--- src/include/cpu_consts.svh ---
`ifndef CPU_CONSTS_SVH
`define CPU_CONSTS_SVH

// bus widths
`define CPU_DATA_W 8
`define CPU_ADDR_W 16

// register codes in the opcode fields
`define REG_CODE_MEM 3'b110
`define REG_CODE_A   3'b111

// opcode field positions
`define OP_SSS_LSB 0
`define OP_DDD_LSB 3
`define OP_FIELD_W 3
`define OP_PFX_LSB 6
`define OP_PFX_W   2

// results of the test programs land here
`define CPU_STORE_ADDR 16'h8000

`endif

--- src/logic/cpu_pkg.sv ---
`default_nettype none

package cpu_pkg;

  typedef enum logic [2:0] {T1, T2, T3, T4, T5, TW, TR} tstate_e;

  typedef enum logic [1:0] {M1, M2, M3, M4} mcycle_e;

  typedef enum logic [3:0] {
    CLS_NOP, CLS_MOV, CLS_MVI, CLS_ALU_REG, CLS_ALU_IMM,
    CLS_INR, CLS_DCR, CLS_JMP, CLS_LDA, CLS_STA
  } instr_class_e;

  // first eight follow opcode bits 5:3
  typedef enum logic [3:0] {
    ALU_ADD, ALU_ADC, ALU_SUB, ALU_SBB, ALU_ANA, ALU_XRA, ALU_ORA, ALU_CMP,
    ALU_INR, ALU_DCR
  } alu_fn_e;

  typedef enum logic [2:0] {REG_B, REG_C, REG_D, REG_E, REG_H, REG_L, REG_W, REG_Z} reg_sel_e;

  typedef enum logic [2:0] {BUS_DATA_IN, BUS_A, BUS_TMP, BUS_ALU, BUS_REGS} bus_src_e;

  typedef enum logic {ADDR_PC, ADDR_WZ} addr_src_e;

  typedef struct packed {
    logic s;
    logic z;
    logic p;
    logic c;
  } flags_t;

  typedef struct packed {
    instr_class_e iclass;
    reg_sel_e     sss;
    reg_sel_e     ddd;
    logic         src_is_a;
    logic         dst_is_a;
    alu_fn_e      alu_fn;
    logic         branch_taken;
  } decoded_t;

  typedef struct packed {
    bus_src_e  bus_src;
    reg_sel_e  reg_sel;
    logic      write_regs;
    logic      write_a;
    logic      a_from_alu;
    logic      write_act;
    logic      write_tmp;
    logic      write_flags;
    alu_fn_e   alu_fn;
    logic      inc_pc;
    logic      pc_from_wz;
    logic      write_addr;
    addr_src_e addr_src;
    logic      write_data_out;
    logic      write_instr;
  } dp_ctrl_t;

endpackage

`default_nettype wire

--- src/logic/accum_alu.sv ---
`default_nettype none
`timescale 1ns/100ps
`include "cpu_consts.svh"

module accum_alu (
  input  logic                   clk,
  input  logic                   rst_n,
  input  cpu_pkg::dp_ctrl_t      ctrl,
  input  logic [`CPU_DATA_W-1:0] int_bus,
  output logic [`CPU_DATA_W-1:0] a_q,
  output logic [`CPU_DATA_W-1:0] tmp_q,
  output logic [`CPU_DATA_W-1:0] alu_q,
  output cpu_pkg::flags_t        flags
);
  import cpu_pkg::*;

  logic [`CPU_DATA_W-1:0] act_q;
  logic [`CPU_DATA_W-1:0] res;
  logic [`CPU_DATA_W:0]   act_x;
  logic [`CPU_DATA_W:0]   tmp_x;
  logic [`CPU_DATA_W:0]   cin_x;
  logic                   cout;
  logic                   a_we;
  flags_t                 flags_next;

  assign act_x = {1'b0, act_q};
  assign tmp_x = {1'b0, tmp_q};
  assign cin_x = {{`CPU_DATA_W{1'b0}}, flags.c};

  always_comb begin
    res  = act_q;
    cout = flags.c;   // INR and DCR keep carry
    case (ctrl.alu_fn)
      ALU_ADD:          {cout, res} = act_x + tmp_x;
      ALU_ADC:          {cout, res} = act_x + tmp_x + cin_x;
      ALU_SUB, ALU_CMP: {cout, res} = act_x - tmp_x;   // top bit is borrow
      ALU_SBB:          {cout, res} = act_x - tmp_x - cin_x;
      ALU_ANA: begin
        res  = act_q & tmp_q;
        cout = 1'b0;
      end
      ALU_XRA: begin
        res  = act_q ^ tmp_q;
        cout = 1'b0;
      end
      ALU_ORA: begin
        res  = act_q | tmp_q;
        cout = 1'b0;
      end
      ALU_INR: res = tmp_q + 1'b1;
      ALU_DCR: res = tmp_q - 1'b1;
      default: res = act_q;
    endcase
  end

  assign flags_next.s = res[`CPU_DATA_W-1];
  assign flags_next.z = (res == '0);
  assign flags_next.p = ~^res;   // even parity
  assign flags_next.c = cout;
  assign alu_q        = res;

  // compare only sets flags
  assign a_we = ctrl.write_a && !(ctrl.a_from_alu && ctrl.alu_fn == ALU_CMP);

  always_ff @(posedge clk) begin
    if (ctrl.write_act) begin
      act_q <= a_q;
    end
    if (ctrl.write_tmp) begin
      tmp_q <= int_bus;
    end
    if (a_we) begin
      a_q <= ctrl.a_from_alu ? alu_q : int_bus;
    end
  end

  always_ff @(posedge clk) begin
    if (!rst_n) begin
      flags <= '0;
    end else if (ctrl.write_flags) begin
      flags <= flags_next;
    end
  end

endmodule

`default_nettype wire

--- src/logic/bus_interface.sv ---
`default_nettype none
`timescale 1ns/100ps
`include "cpu_consts.svh"

module bus_interface (
  input  logic                   clk,
  input  logic                   rst_n,
  input  cpu_pkg::dp_ctrl_t      ctrl,
  input  logic [`CPU_DATA_W-1:0] data_in,
  input  logic [`CPU_DATA_W-1:0] a_q,
  input  logic [`CPU_DATA_W-1:0] tmp_q,
  input  logic [`CPU_DATA_W-1:0] alu_q,
  input  logic [`CPU_DATA_W-1:0] reg_q,
  input  logic [`CPU_ADDR_W-1:0] pc_q,
  input  logic [`CPU_ADDR_W-1:0] wz_q,
  input  logic                   rd_phase,
  input  logic                   wr_phase,
  output logic [`CPU_DATA_W-1:0] int_bus,
  output logic [`CPU_ADDR_W-1:0] addr,
  output logic [`CPU_DATA_W-1:0] data_out,
  output logic                   dbin,
  output logic                   write_n
);
  import cpu_pkg::*;

  always_comb begin
    case (ctrl.bus_src)
      BUS_A:    int_bus = a_q;
      BUS_TMP:  int_bus = tmp_q;
      BUS_ALU:  int_bus = alu_q;
      BUS_REGS: int_bus = reg_q;
      default:  int_bus = data_in;
    endcase
  end

  always_ff @(posedge clk) begin
    if (!rst_n) begin
      addr <= '0;
    end else if (ctrl.write_addr) begin
      addr <= (ctrl.addr_src == ADDR_WZ) ? wz_q : pc_q;
    end
  end

  always_ff @(posedge clk) begin
    if (ctrl.write_data_out) begin
      data_out <= int_bus;   // held through the write cycle
    end
  end

  assign dbin    = rd_phase;
  assign write_n = ~wr_phase;

endmodule

`default_nettype wire

--- src/logic/cpu_top.sv ---
`default_nettype none
`timescale 1ns/100ps
`include "cpu_consts.svh"

module cpu_top (
  input  logic                   clk,
  input  logic                   rst_n,
  input  logic [`CPU_DATA_W-1:0] data_in,
  input  logic                   ready,
  output logic [`CPU_ADDR_W-1:0] addr,
  output logic [`CPU_DATA_W-1:0] data_out,
  output logic                   sync,
  output logic                   dbin,
  output logic                   write_n
);
  import cpu_pkg::*;

  dp_ctrl_t ctrl;
  decoded_t dec;
  flags_t   flags;

  logic [`CPU_DATA_W-1:0] int_bus;
  logic [`CPU_DATA_W-1:0] a_q;
  logic [`CPU_DATA_W-1:0] tmp_q;
  logic [`CPU_DATA_W-1:0] alu_q;
  logic [`CPU_DATA_W-1:0] reg_q;
  logic [`CPU_ADDR_W-1:0] pc_q;
  logic [`CPU_ADDR_W-1:0] wz_q;
  logic                   rd_phase;
  logic                   wr_phase;

  seq_control u_seq (
    .clk      (clk),
    .rst_n    (rst_n),
    .ready    (ready),
    .dec      (dec),
    .ctrl     (ctrl),
    .sync     (sync),
    .rd_phase (rd_phase),
    .wr_phase (wr_phase)
  );

  instr_decode u_dec (
    .clk         (clk),
    .rst_n       (rst_n),
    .write_instr (ctrl.write_instr),
    .int_bus     (int_bus),
    .flags       (flags),
    .dec         (dec)
  );

  accum_alu u_alu (
    .clk     (clk),
    .rst_n   (rst_n),
    .ctrl    (ctrl),
    .int_bus (int_bus),
    .a_q     (a_q),
    .tmp_q   (tmp_q),
    .alu_q   (alu_q),
    .flags   (flags)
  );

  reg_file u_regs (
    .clk     (clk),
    .rst_n   (rst_n),
    .ctrl    (ctrl),
    .int_bus (int_bus),
    .reg_q   (reg_q),
    .pc_q    (pc_q),
    .wz_q    (wz_q)
  );

  bus_interface u_bus (
    .clk      (clk),
    .rst_n    (rst_n),
    .ctrl     (ctrl),
    .data_in  (data_in),
    .a_q      (a_q),
    .tmp_q    (tmp_q),
    .alu_q    (alu_q),
    .reg_q    (reg_q),
    .pc_q     (pc_q),
    .wz_q     (wz_q),
    .rd_phase (rd_phase),
    .wr_phase (wr_phase),
    .int_bus  (int_bus),
    .addr     (addr),
    .data_out (data_out),
    .dbin     (dbin),
    .write_n  (write_n)
  );

endmodule

`default_nettype wire

--- src/logic/instr_decode.sv ---
`default_nettype none
`timescale 1ns/100ps
`include "cpu_consts.svh"

module instr_decode (
  input  logic                   clk,
  input  logic                   rst_n,
  input  logic                   write_instr,
  input  logic [`CPU_DATA_W-1:0] int_bus,
  input  cpu_pkg::flags_t        flags,
  output cpu_pkg::decoded_t      dec
);
  import cpu_pkg::*;

  logic [`CPU_DATA_W-1:0] instr_q;
  logic [`OP_FIELD_W-1:0] sss_f;
  logic [`OP_FIELD_W-1:0] ddd_f;
  logic [`OP_PFX_W-1:0]   pfx_f;
  logic                   cond;

  always_ff @(posedge clk) begin
    if (!rst_n) begin
      instr_q <= '0;   // NOP
    end else if (write_instr) begin
      instr_q <= int_bus;
    end
  end

  assign sss_f = instr_q[`OP_SSS_LSB +: `OP_FIELD_W];
  assign ddd_f = instr_q[`OP_DDD_LSB +: `OP_FIELD_W];
  assign pfx_f = instr_q[`OP_PFX_LSB +: `OP_PFX_W];

  always_comb begin
    dec.iclass = CLS_NOP;
    casez (instr_q)
      8'b01_???_???: if (ddd_f != `REG_CODE_MEM && sss_f != `REG_CODE_MEM) dec.iclass = CLS_MOV;
      8'b00_???_110: if (ddd_f != `REG_CODE_MEM) dec.iclass = CLS_MVI;
      8'b00_???_100: if (ddd_f != `REG_CODE_MEM) dec.iclass = CLS_INR;
      8'b00_???_101: if (ddd_f != `REG_CODE_MEM) dec.iclass = CLS_DCR;
      8'b00_111_010: dec.iclass = CLS_LDA;
      8'b00_110_010: dec.iclass = CLS_STA;
      8'b10_???_???: if (sss_f != `REG_CODE_MEM) dec.iclass = CLS_ALU_REG;
      8'b11_???_110: dec.iclass = CLS_ALU_IMM;
      8'b11_000_011, 8'b11_???_010: dec.iclass = CLS_JMP;
      default: dec.iclass = CLS_NOP;
    endcase

    if (dec.iclass == CLS_INR) begin
      dec.alu_fn = ALU_INR;
    end else if (dec.iclass == CLS_DCR) begin
      dec.alu_fn = ALU_DCR;
    end else if (pfx_f[1]) begin
      dec.alu_fn = alu_fn_e'({1'b0, ddd_f});   // 10 and 11 prefixes carry the op
    end else begin
      dec.alu_fn = ALU_ADD;
    end
  end

  // NZ Z NC C PO PE P M
  always_comb begin
    case (ddd_f)
      3'd0:    cond = !flags.z;
      3'd1:    cond = flags.z;
      3'd2:    cond = !flags.c;
      3'd3:    cond = flags.c;
      3'd4:    cond = !flags.p;
      3'd5:    cond = flags.p;
      3'd6:    cond = !flags.s;
      default: cond = flags.s;
    endcase
  end

  assign dec.sss          = reg_sel_e'(sss_f);
  assign dec.ddd          = reg_sel_e'(ddd_f);
  assign dec.src_is_a     = (sss_f == `REG_CODE_A);
  assign dec.dst_is_a     = (ddd_f == `REG_CODE_A);
  assign dec.branch_taken = instr_q[0] | cond;   // bit 0 set only for plain JMP

endmodule

`default_nettype wire

--- src/logic/reg_file.sv ---
`default_nettype none
`timescale 1ns/100ps
`include "cpu_consts.svh"

module reg_file (
  input  logic                   clk,
  input  logic                   rst_n,
  input  cpu_pkg::dp_ctrl_t      ctrl,
  input  logic [`CPU_DATA_W-1:0] int_bus,
  output logic [`CPU_DATA_W-1:0] reg_q,
  output logic [`CPU_ADDR_W-1:0] pc_q,
  output logic [`CPU_ADDR_W-1:0] wz_q
);
  import cpu_pkg::*;

  logic [`CPU_DATA_W-1:0] regs [8];   // B C D E H L W Z
  logic [`CPU_ADDR_W-1:0] pc_base;
  logic [`CPU_ADDR_W-1:0] pc_inc;

  always_ff @(posedge clk) begin
    if (ctrl.write_regs) begin
      regs[ctrl.reg_sel] <= int_bus;
    end
  end

  assign reg_q = regs[ctrl.reg_sel];
  assign wz_q  = {regs[REG_W], regs[REG_Z]};

  // taken jump continues from the target
  assign pc_base = ctrl.pc_from_wz ? wz_q : pc_q;
  assign pc_inc  = pc_base + 1'b1;

  always_ff @(posedge clk) begin
    if (!rst_n) begin
      pc_q <= '0;
    end else if (ctrl.inc_pc) begin
      pc_q <= pc_inc;
    end
  end

endmodule

`default_nettype wire

--- src/logic/seq_control.sv ---
`default_nettype none
`timescale 1ns/100ps

module seq_control (
  input  logic               clk,
  input  logic               rst_n,
  input  logic               ready,
  input  cpu_pkg::decoded_t  dec,
  output cpu_pkg::dp_ctrl_t  ctrl,
  output logic               sync,
  output logic               rd_phase,
  output logic               wr_phase
);
  import cpu_pkg::*;

  tstate_e tstate, tstate_next;
  mcycle_e mcycle, mcycle_next;

  logic fetch_wz;   // next opcode comes from WZ
  logic jump_wz;
  logic mcycle_end;
  logic instr_end;
  logic read_sss;
  logic read_ddd;
  logic write_ddd;
  logic data_phase;
  logic stall;
  logic write_cycle;

  assign data_phase  = (tstate == T2) || (tstate == TW);
  assign stall       = data_phase && !ready;
  assign write_cycle = (mcycle == M4) && (dec.iclass == CLS_STA);

  always_comb begin
    ctrl        = '0;
    ctrl.alu_fn = dec.alu_fn;
    read_sss    = 1'b0;
    read_ddd    = 1'b0;
    write_ddd   = 1'b0;
    mcycle_end  = 1'b0;
    instr_end   = 1'b0;
    jump_wz     = 1'b0;

    if (tstate == TR) begin
      instr_end = 1'b1;   // first fetch at PC 0000
    end else begin
      case (mcycle)
        M1: begin
          case (tstate)
            T1: begin
              ctrl.inc_pc     = 1'b1;
              ctrl.pc_from_wz = fetch_wz;
            end
            T2, TW: ctrl.write_instr = 1'b1;
            T3: begin
              if (dec.iclass inside {CLS_MOV, CLS_ALU_REG}) begin
                read_sss       = 1'b1;
                ctrl.write_tmp = 1'b1;
              end
              if (dec.iclass inside {CLS_INR, CLS_DCR}) begin
                read_ddd       = 1'b1;
                ctrl.write_tmp = 1'b1;
              end
              ctrl.write_act = dec.iclass inside {CLS_ALU_REG, CLS_ALU_IMM};
            end
            T4: begin
              case (dec.iclass)
                CLS_MOV: begin
                  ctrl.bus_src = BUS_TMP;
                  write_ddd    = 1'b1;
                end
                CLS_ALU_REG: begin
                  ctrl.write_a     = 1'b1;
                  ctrl.a_from_alu  = 1'b1;
                  ctrl.write_flags = 1'b1;
                  instr_end        = 1'b1;
                end
                CLS_INR, CLS_DCR: begin
                  ctrl.bus_src     = BUS_ALU;
                  ctrl.write_flags = 1'b1;
                  write_ddd        = 1'b1;
                end
                CLS_MVI, CLS_ALU_IMM, CLS_JMP, CLS_LDA, CLS_STA: begin
                  mcycle_end      = 1'b1;   // operand byte follows at PC
                  ctrl.write_addr = 1'b1;
                end
                default: instr_end = 1'b1;
              endcase
            end
            default: begin
              mcycle_end = 1'b1;
              instr_end  = 1'b1;
            end
          endcase
        end

        M2: begin
          case (tstate)
            T1: ctrl.inc_pc = 1'b1;
            T2, TW: begin
              case (dec.iclass)
                CLS_MVI:     write_ddd = 1'b1;
                CLS_ALU_IMM: ctrl.write_tmp = 1'b1;
                default: begin
                  ctrl.reg_sel    = REG_Z;   // low address byte
                  ctrl.write_regs = 1'b1;
                end
              endcase
            end
            default: begin
              mcycle_end = 1'b1;
              if (dec.iclass == CLS_MVI) begin
                instr_end = 1'b1;
              end else if (dec.iclass == CLS_ALU_IMM) begin
                ctrl.write_a     = 1'b1;
                ctrl.a_from_alu  = 1'b1;
                ctrl.write_flags = 1'b1;
                instr_end        = 1'b1;
              end else begin
                ctrl.write_addr = 1'b1;
              end
            end
          endcase
        end

        M3: begin
          case (tstate)
            T1: ctrl.inc_pc = 1'b1;
            T2, TW: begin
              ctrl.reg_sel    = REG_W;
              ctrl.write_regs = 1'b1;
            end
            default: begin
              mcycle_end = 1'b1;
              if (dec.iclass == CLS_JMP) begin
                instr_end = 1'b1;
                jump_wz   = dec.branch_taken;
              end else begin
                ctrl.write_addr = 1'b1;
                ctrl.addr_src   = ADDR_WZ;
              end
            end
          endcase
        end

        default: begin
          case (tstate)
            T1: begin
              if (dec.iclass == CLS_STA) begin
                ctrl.bus_src        = BUS_A;
                ctrl.write_data_out = 1'b1;
              end
            end
            T2, TW: ctrl.write_a = (dec.iclass == CLS_LDA);
            default: instr_end = 1'b1;
          endcase
        end
      endcase
    end

    if (read_sss) begin
      ctrl.reg_sel = dec.sss;
      ctrl.bus_src = dec.src_is_a ? BUS_A : BUS_REGS;
    end
    if (read_ddd) begin
      ctrl.reg_sel = dec.ddd;
      ctrl.bus_src = dec.dst_is_a ? BUS_A : BUS_REGS;
    end
    if (write_ddd) begin
      ctrl.reg_sel    = dec.ddd;
      ctrl.write_a    = dec.dst_is_a;
      ctrl.write_regs = !dec.dst_is_a;
    end

    if (instr_end) begin
      ctrl.write_addr = 1'b1;
      ctrl.addr_src   = jump_wz ? ADDR_WZ : ADDR_PC;
    end
  end

  always_comb begin
    mcycle_next = mcycle;
    case (tstate)
      T1:      tstate_next = T2;
      T2, TW:  tstate_next = T3;
      T3:      tstate_next = T4;
      T4:      tstate_next = T5;
      default: tstate_next = T1;
    endcase
    if (stall) begin
      tstate_next = TW;   // hold until ready
    end else if (instr_end) begin
      mcycle_next = M1;
      tstate_next = T1;
    end else if (mcycle_end) begin
      mcycle_next = mcycle_e'(mcycle + 2'd1);
      tstate_next = T1;
    end
  end

  always_ff @(posedge clk) begin
    if (!rst_n) begin
      tstate   <= TR;
      mcycle   <= M1;
      fetch_wz <= 1'b0;
    end else begin
      tstate   <= tstate_next;
      mcycle   <= mcycle_next;
      fetch_wz <= jump_wz;
    end
  end

  assign sync     = (tstate == T1);
  assign rd_phase = data_phase && !write_cycle;
  assign wr_phase = data_phase && write_cycle;

endmodule

`default_nettype wire

--- config.mk ---
export PLATFORM = sky130hd
export DESIGN_NAME = cpu_top
export DESIGN_NICKNAME = d
export VERILOG_FILES = /design/src/logic/cpu_pkg.sv /design/src/logic/accum_alu.sv /design/src/logic/bus_interface.sv /design/src/logic/cpu_top.sv /design/src/logic/instr_decode.sv /design/src/logic/reg_file.sv /design/src/logic/seq_control.sv
export VERILOG_INCLUDE_DIRS = /design/src /design/src/include
export SDC_FILE = /design/constraint.sdc
export NUM_CORES = 1
export LEC_CHECK = 0
export ABC_AREA = 1
export BUFFER_PORTS_ARGS = -buffer_cell sky130_fd_sc_hd__clkbuf_2
export CORE_UTILIZATION = 55
export DETAILED_ROUTE_END_ITERATION = 8
export PLACE_DENSITY = 0.81
export SYNTH_ARGS = -nofsm -noshare
export SYNTH_HDL_FRONTEND = slang
export SYNTH_HIERARCHICAL = 1
export SYNTH_SLANG_ARGS = --single-unit
--- constraint.sdc ---
create_clock -name clk -period 4.46 [get_ports clk]
set_input_delay 0 -clock clk [delete_from_list [all_inputs] [get_ports clk]]
set_output_delay 0 -clock clk [all_outputs]
set_load 0.02 [all_outputs]
# Yosys cells after proc, flatten, opt, wreduce, memory -nomap -nowiden
# Memories as Yosys holds them, arrays and structs flattened.
# Index checks and enable logic that the tools add are counted.
totals:
  wordCells: 233
  in_bits: 11
  mem_bits_rw: 64
  output_inout_bits: 27
  memories: 1
  register_bits: 82
mem_list:
  columns: ["memory", "depth", "word_bits", "rd", "rd_clocked_by_memory_dff", "wr", "line_no", "text"]
  rows:
  - ["u_regs.regs", 8, 8, 3, 0, 1, "reg_file.sv:16", "logic [`CPU_DATA_W-1:0] regs [8];"]
op_classes:
  add_sub_neg: 8
  mux: 108
  bitwise: 7
  eq_ne: 50
  reduce_logical: 44
op_table:
  columns: ["operator", "count"]
  rows:
  - ["$pmux 8 s9", 1]
  - ["$mux 1", 53]
  - ["$pmux 4 s9", 1]
  - ["$eq 4x3->1 const B", 8]
  - ["$mux 16", 2]
  - ["$pmux 8 s4", 1]
  - ["$mux 2", 15]
  - ["$eq 3x3->1 const B", 8]
  - ["$mux 3", 8]
  - ["$mux 4", 5]
  - ["$eq 3x2->1 const B", 6]
  - ["$mux 6", 3]
  - ["$add 16x1->16 const B", 1]
  - ["$eq 4x2->1 const B", 4]
  - ["$eq 4x4->1 const B", 4]
  - ["$eq 8x6->1 const B", 2]
  - ["$eq 5x3->1 const B", 3]
  - ["$reduce_or 3->1", 5]
  - ["$reduce_or 2->1", 7]
  - ["$mux 12", 1]
  - ["$pmux 1 s2", 6]
  - ["$pmux 3 s4", 1]
  - ["$eq 5x5->1 const B", 2]
  - ["$add 8x8->9", 1]
  - ["39 further kinds", 69]

# Depth between registers and ports, before layout
# An unclocked memory read counts as a cell.
depth:
  word_depth: 17
  mapped_depth: 30
  ltp_nobuf: 29

# By module
# Netlist, hierarchy kept.
modules_own_cells:
  columns: ["mod", "cells_per_inst", "instances", "area_each_um2"]
  rows:
  - ["reg_file", 423, 1, 3762.4]
  - ["accum_alu", 489, 1, 3334.4]
  - ["bus_interface", 200, 1, 1495.2]
  - ["seq_control", 168, 1, 945.9]
  - ["instr_decode", 106, 1, 620.6]

# Worst setup path after synthesis
# OpenSTA, ideal clock, no wires.
synth_path:
  kind: "reg2reg"
  from: "reg u_dec.instr_q[7]"
  to: "reg u_alu.a_q[7], data pin"
  slack_ps: 1060
  t_arrival_ps: 3142
  n_path_buf: 3
  period_less_slack_ps: 3400
  stages_incl_launch_ff: 28
  cell_sequence: "dfxtp_1 > buf_4 > nand2_1 > inv_2 > nand2_1 > nor2_2 > a21oi_1 > o21ai_1 > inv_1 > nor2_1 > nand2_1 > a21oi_2 > a21oi_2 > nand2_4 > mux2i_1 > buf_2 > clkinv_1 > clkbuf_1 > nor2_1 > nor3_1 > a221oi_1 > nand3_1 > nand3_1 > nand2_1 > nor2_1 > nand2_1 > nand2_1 > o21ai_1"
synth_rtl:
  columns: ["item", "line_no", "text"]
  rows:
  - ["from (decl)", "instr_decode.sv:15", "logic [`CPU_DATA_W-1:0] instr_q;"]
  - ["from (signal assigned)", "instr_decode.sv:25", "instr_q <= int_bus;"]
  - ["to (signal assigned)", "accum_alu.sv:73", "a_q <= ctrl.a_from_alu ? alu_q : int_bus;"]
  - ["to (decl)", "accum_alu.sv:10", "output logic [`CPU_DATA_W-1:0] a_q,"]

==> flow_summary_export.csv <==
group,metric,value,unit
power_and_ir_drop,p_comb_share,29.8,%
sta,setup_viol,0,
global_routing,overflow,0,
setup_path,cp-startpoint,"u_dec/instr_q[0]$_SDFFE_PN0P_",
final_layout,syn2layout_area_growth,10.5,%
synth,synthArstFlopShare,0,%
die,dieArea,0.0190,mm^2
clock_tree,cts_sinks,146,
clock_tree,cts-root-buf,"clkbuf_16",
sta,fmax,240,MHz
clock_tree,clk_latency,430,ps
power_and_ir_drop,switching_share,35.8,%
setup_path,cp_max_fo,10,
die,die-height,138,um
setup_path,cp_slowest_cell,"dfxtp_1",
final_layout,layout-drive-gt1-share,13.6,%
die,ios,38,
power_and_ir_drop,leakagePower,5.17,nW
detailed_routing,drc,0,
power_and_ir_drop,power.density,412,mW/mm^2
setup_path,r2r_end,"u_bus/data_out[1]$_DFFE_PP_",
final_layout,num_antenna_cells,0,
synth,ys.flop_type,"edfxtp_1",
detailed_routing,avgRoutedWirePerCell,17.9,um
sta,maxSlewViolCount,0,
synth,synth_compound_area_share,12.4,%
die,initial_core_util,56.4,%
setup_path,rr_worst_depth,22,
hold_path,min_to,"u_alu/tmp_q[5]$_DFFE_PP_",
power_and_ir_drop,ir_drop,0.448,mV
sta,setup_tns,0,ps
detailed_routing,routed_wl,29800,um
synth,ys_ff_latch,146,
hold_path,worstHoldStart,"data_in[5]",
final_layout,fin_nets,1482,
setup_path,cp_cell_sequence,"inv_1 -> nor3_1 -> nand3_1 -> nand3_1 -> inv_1 -> nor2_1 -> nand2_1 -> a21oi_2 -> a21oi_2 -> nand2_4 -> mux2i_4 -> clkinvlp_4 -> buf_4 -> o21ai_0 -> o31ai_1 -> a21oi_1 -> nand3_1 -> nand3_1 -> nand2_1 -> nor2_1 -> nand2_1 -> buf_4",
power_and_ir_drop,p_switching,1.66,mW
synth,muxShareOfSynthArea,0.0985,%
detailed_routing,viasPerCell,5.91,
final_layout,finalInstanceArea,0.0112,mm^2
die,rows,49,
sta,fin_crit,4160,ps
outcome,status,"completed",
sta,period_share,93.2,%
global_routing,grt_max_degree,39,
detailed_routing,dr.pass1.iters,7,
hold_path,min_path_cells,3,
setup_path,critPathBufInv,5,
detailed_routing,first_iter_violations,1415,
die,fp.coreArea,0.0180,mm^2
setup_path,crit_top_cell,"nand3_1",
detailed_routing,dr_total_vias,9845,
detailed_routing,ant_nets,0,
synth,ys_types,53,
sta,rsz0062_at_grt,"no",
synth,synth_top_family_by_area,"simple AND/OR/NAND/NOR gates",
setup_path,required,4630,ps
power_and_ir_drop,seqPwrFrac,36.9,%
synth,ys_seq_area_share,38.2,%
synth,synth-edff-count,96,
setup_path,reg2reg_slack,300,ps
synth,ys_warn_count,6,
placed_design,globalplace.congestion,0.998,
final_layout,mostFrequentLayoutCell,"nand2_1",
synth,synthesis.nets,1444,
global_routing,grt.total_usage,32.3,%
sta,relSlewSlack,27.9,%
clock_tree,cts_buffer_depth,2,
power_and_ir_drop,clkPwrFrac,33.3,%
placed_design,dpl_cell_area,0.0105,mm^2
setup_path,crit_family,"simple AND/OR/NAND/NOR gates",
synth,synth.cell_area,0.0102,mm^2
synth,synth-adder-area-share,6.01,%
setup_path,crit_arrival,4330,ps
die,die_x,138,um
placed_design,place_hpwl,21400,um
setup_path,critPathKind,"register to register",
global_routing,grt_pass1_vias,8924,
final_layout,layout_common_cells,"nand2_1 (348), inv_1 (186), nor2_1 (142), nand3_1 (117), edfxtp_1 (96)",
setup_path,slowest_delay,450,ps
power_and_ir_drop,intPower,2.97,mW
sta,worst_pin_slew,1080,ps
synth,synth-simple-area-share,31.1,%
hold_path,hold_path.class,"input port to register",
sta,hold_viol_final,0,
clock_tree,htree_levels,4,
placed_design,io_buffers,37,
synth,synth_cells,1386,
setup_path,worstReg2RegStart,"u_dec/instr_q[0]$_SDFFE_PN0P_",
setup_path,worst_setup_path_start_kind,"register",
global_routing,antenna_found_initial,0,
clock_tree,cts_tree,"done",
clock_tree,cts_buffers,17,
synth,postSynthAreaPerCell,7.33,um^2
setup_path,endpoint_kind,"register",
clock_tree,clk_pin_slew,60,ps
synth,synthXorXnorAreaFrac,0.862,%
sta,fin_skew,7.48,ps
run,maxCapViolCount,0,
final_layout,fillers,1591,
global_routing,grt_pass1_wl,46600,um
## final cells by class
| type | count | area [um^2] | area share, % |
|---|---|---|---|
| flip-flops and latches | 146 | 3890 | 34.7 |
| clock inverters | 14 | 204 | 1.82 |
| repair buffers | 67 | 417 | 3.71 |
| clock buffers | 17 | 425 | 3.79 |
| multi-input cells | 983 | 5200 | 46.4 |
| well taps | 229 | 287 | 2.55 |
| inverters | 209 | 798 | 7.11 |
## state kept, by name (all words and copies together) (netlist names)
name / cells
u_alu/a_q: 8
u_alu/act_q: 8
u_alu/flags: 4
u_alu/tmp_q: 8
u_bus/addr: 16
u_bus/data_out: 8
u_dec/instr_q: 8
u_regs/pc_q: 16
u_regs/regs: 64
u_seq/fetch_wz: 1
u_seq/mcycle: 2
u_seq/tstate: 3
## kinds of logic (layout without fill, tap and decap cells)
logic type,Yosys count,after routing
multiplexers,1,1
AO/OA/AOI/OAI,211,211
buffers and inverters,257,307
AND/OR/NAND/NOR,714,714
adder cells (fa/ha/maj),47,47
XOR/XNOR,10,10
flip-flops,146,146
## power by group through the flow
stage,clock [mW],sequential [mW],combinational [mW]
floorplan,0,1.80,0.881
global placement,0,1.73,1.30
CTS,1.55,1.71,1.34
finish,1.54,1.71,1.38
detailed placement,0,1.73,1.32
global route,1.60,1.73,1.52
## tightest hold or removal path: stages
cell and delay, ps:
clkbuf_2 80, nand3_1 90, nand2_2 170
## what timing repair did
action | in CTS | in global routing
buffers inserted | 0 | 6
hold buffers | 2 | 0
resized for setup | 0 | 22
hold endpoints to repair | 3 | 0
setup endpoints to repair | 0 | 95
## how the worst max path moves through the flow
stage                                              to  slack (ps)  cells after the start
final                     u_bus/data_out[1]$_DFFE_PP_         300                     22
after global routing           u_alu/a_q[6]$_DFFE_PP_           3                     25
after CTS                      u_alu/a_q[6]$_DFFE_PP_          20                     25
after detailed placement       u_alu/a_q[6]$_DFFE_PP_          90                     25
after global placement         u_alu/a_q[6]$_DFFE_PP_         320                     25
after floorplan                u_alu/a_q[7]$_DFFE_PP_        1060                     27
## cell usage after synthesis (13+ instances only)
cell	n	share of area [%]
nand2_1	355	13
inv_1	186	6.9
nor2_1	143	5.3
nand3_1	117	5.8
edfxtp_1	96	28
o21ai_0	69	3.4
a21oi_1	55	2.7
dfxtp_1	50	9.9
ha_1	44	5.4
nand4_1	38	2.3
buf_4	18	1.3
inv_2	18	0.67
o211ai_1	18	1.3
o21ai_1	16	0.79
nor2_2	14	0.86
buf_6	13	1.4
## stage by stage
| stage | utilization, % | setup WS (ps) | hold WS, ps | instances | power [mW] |
|---|---|---|---|---|---|
| after floorplan | - | 1060 | 59.2 | 1386 | 2.68 |
| after global placement | 58.0 | 324 | 360 | 1626 | 3.03 |
| after detailed placement | 58.0 | 86.6 | 373 | 1626 | 3.05 |
| after CTS | 61.6 | 16.9 | 124 | 1659 | 4.60 |
| after global routing | 62.3 | 3.11 | 58.4 | 1665 | 4.84 |
| final | 62.3 | 301 | 59.4 | 1665 | 4.63 |
## per-layer routing
metal,vias to the layer above,part of all wire (%),track usage (%),wire (um)
li1,4656,-,-,-
met1,4499,42,45.7,12500
met2,619,45,49.8,13400
met3,71,11,6.83,3210
met4,0,2.6,9.30,769
met5,-,0,0,0
Note: power is estimated with default switching activity, not from simulation.
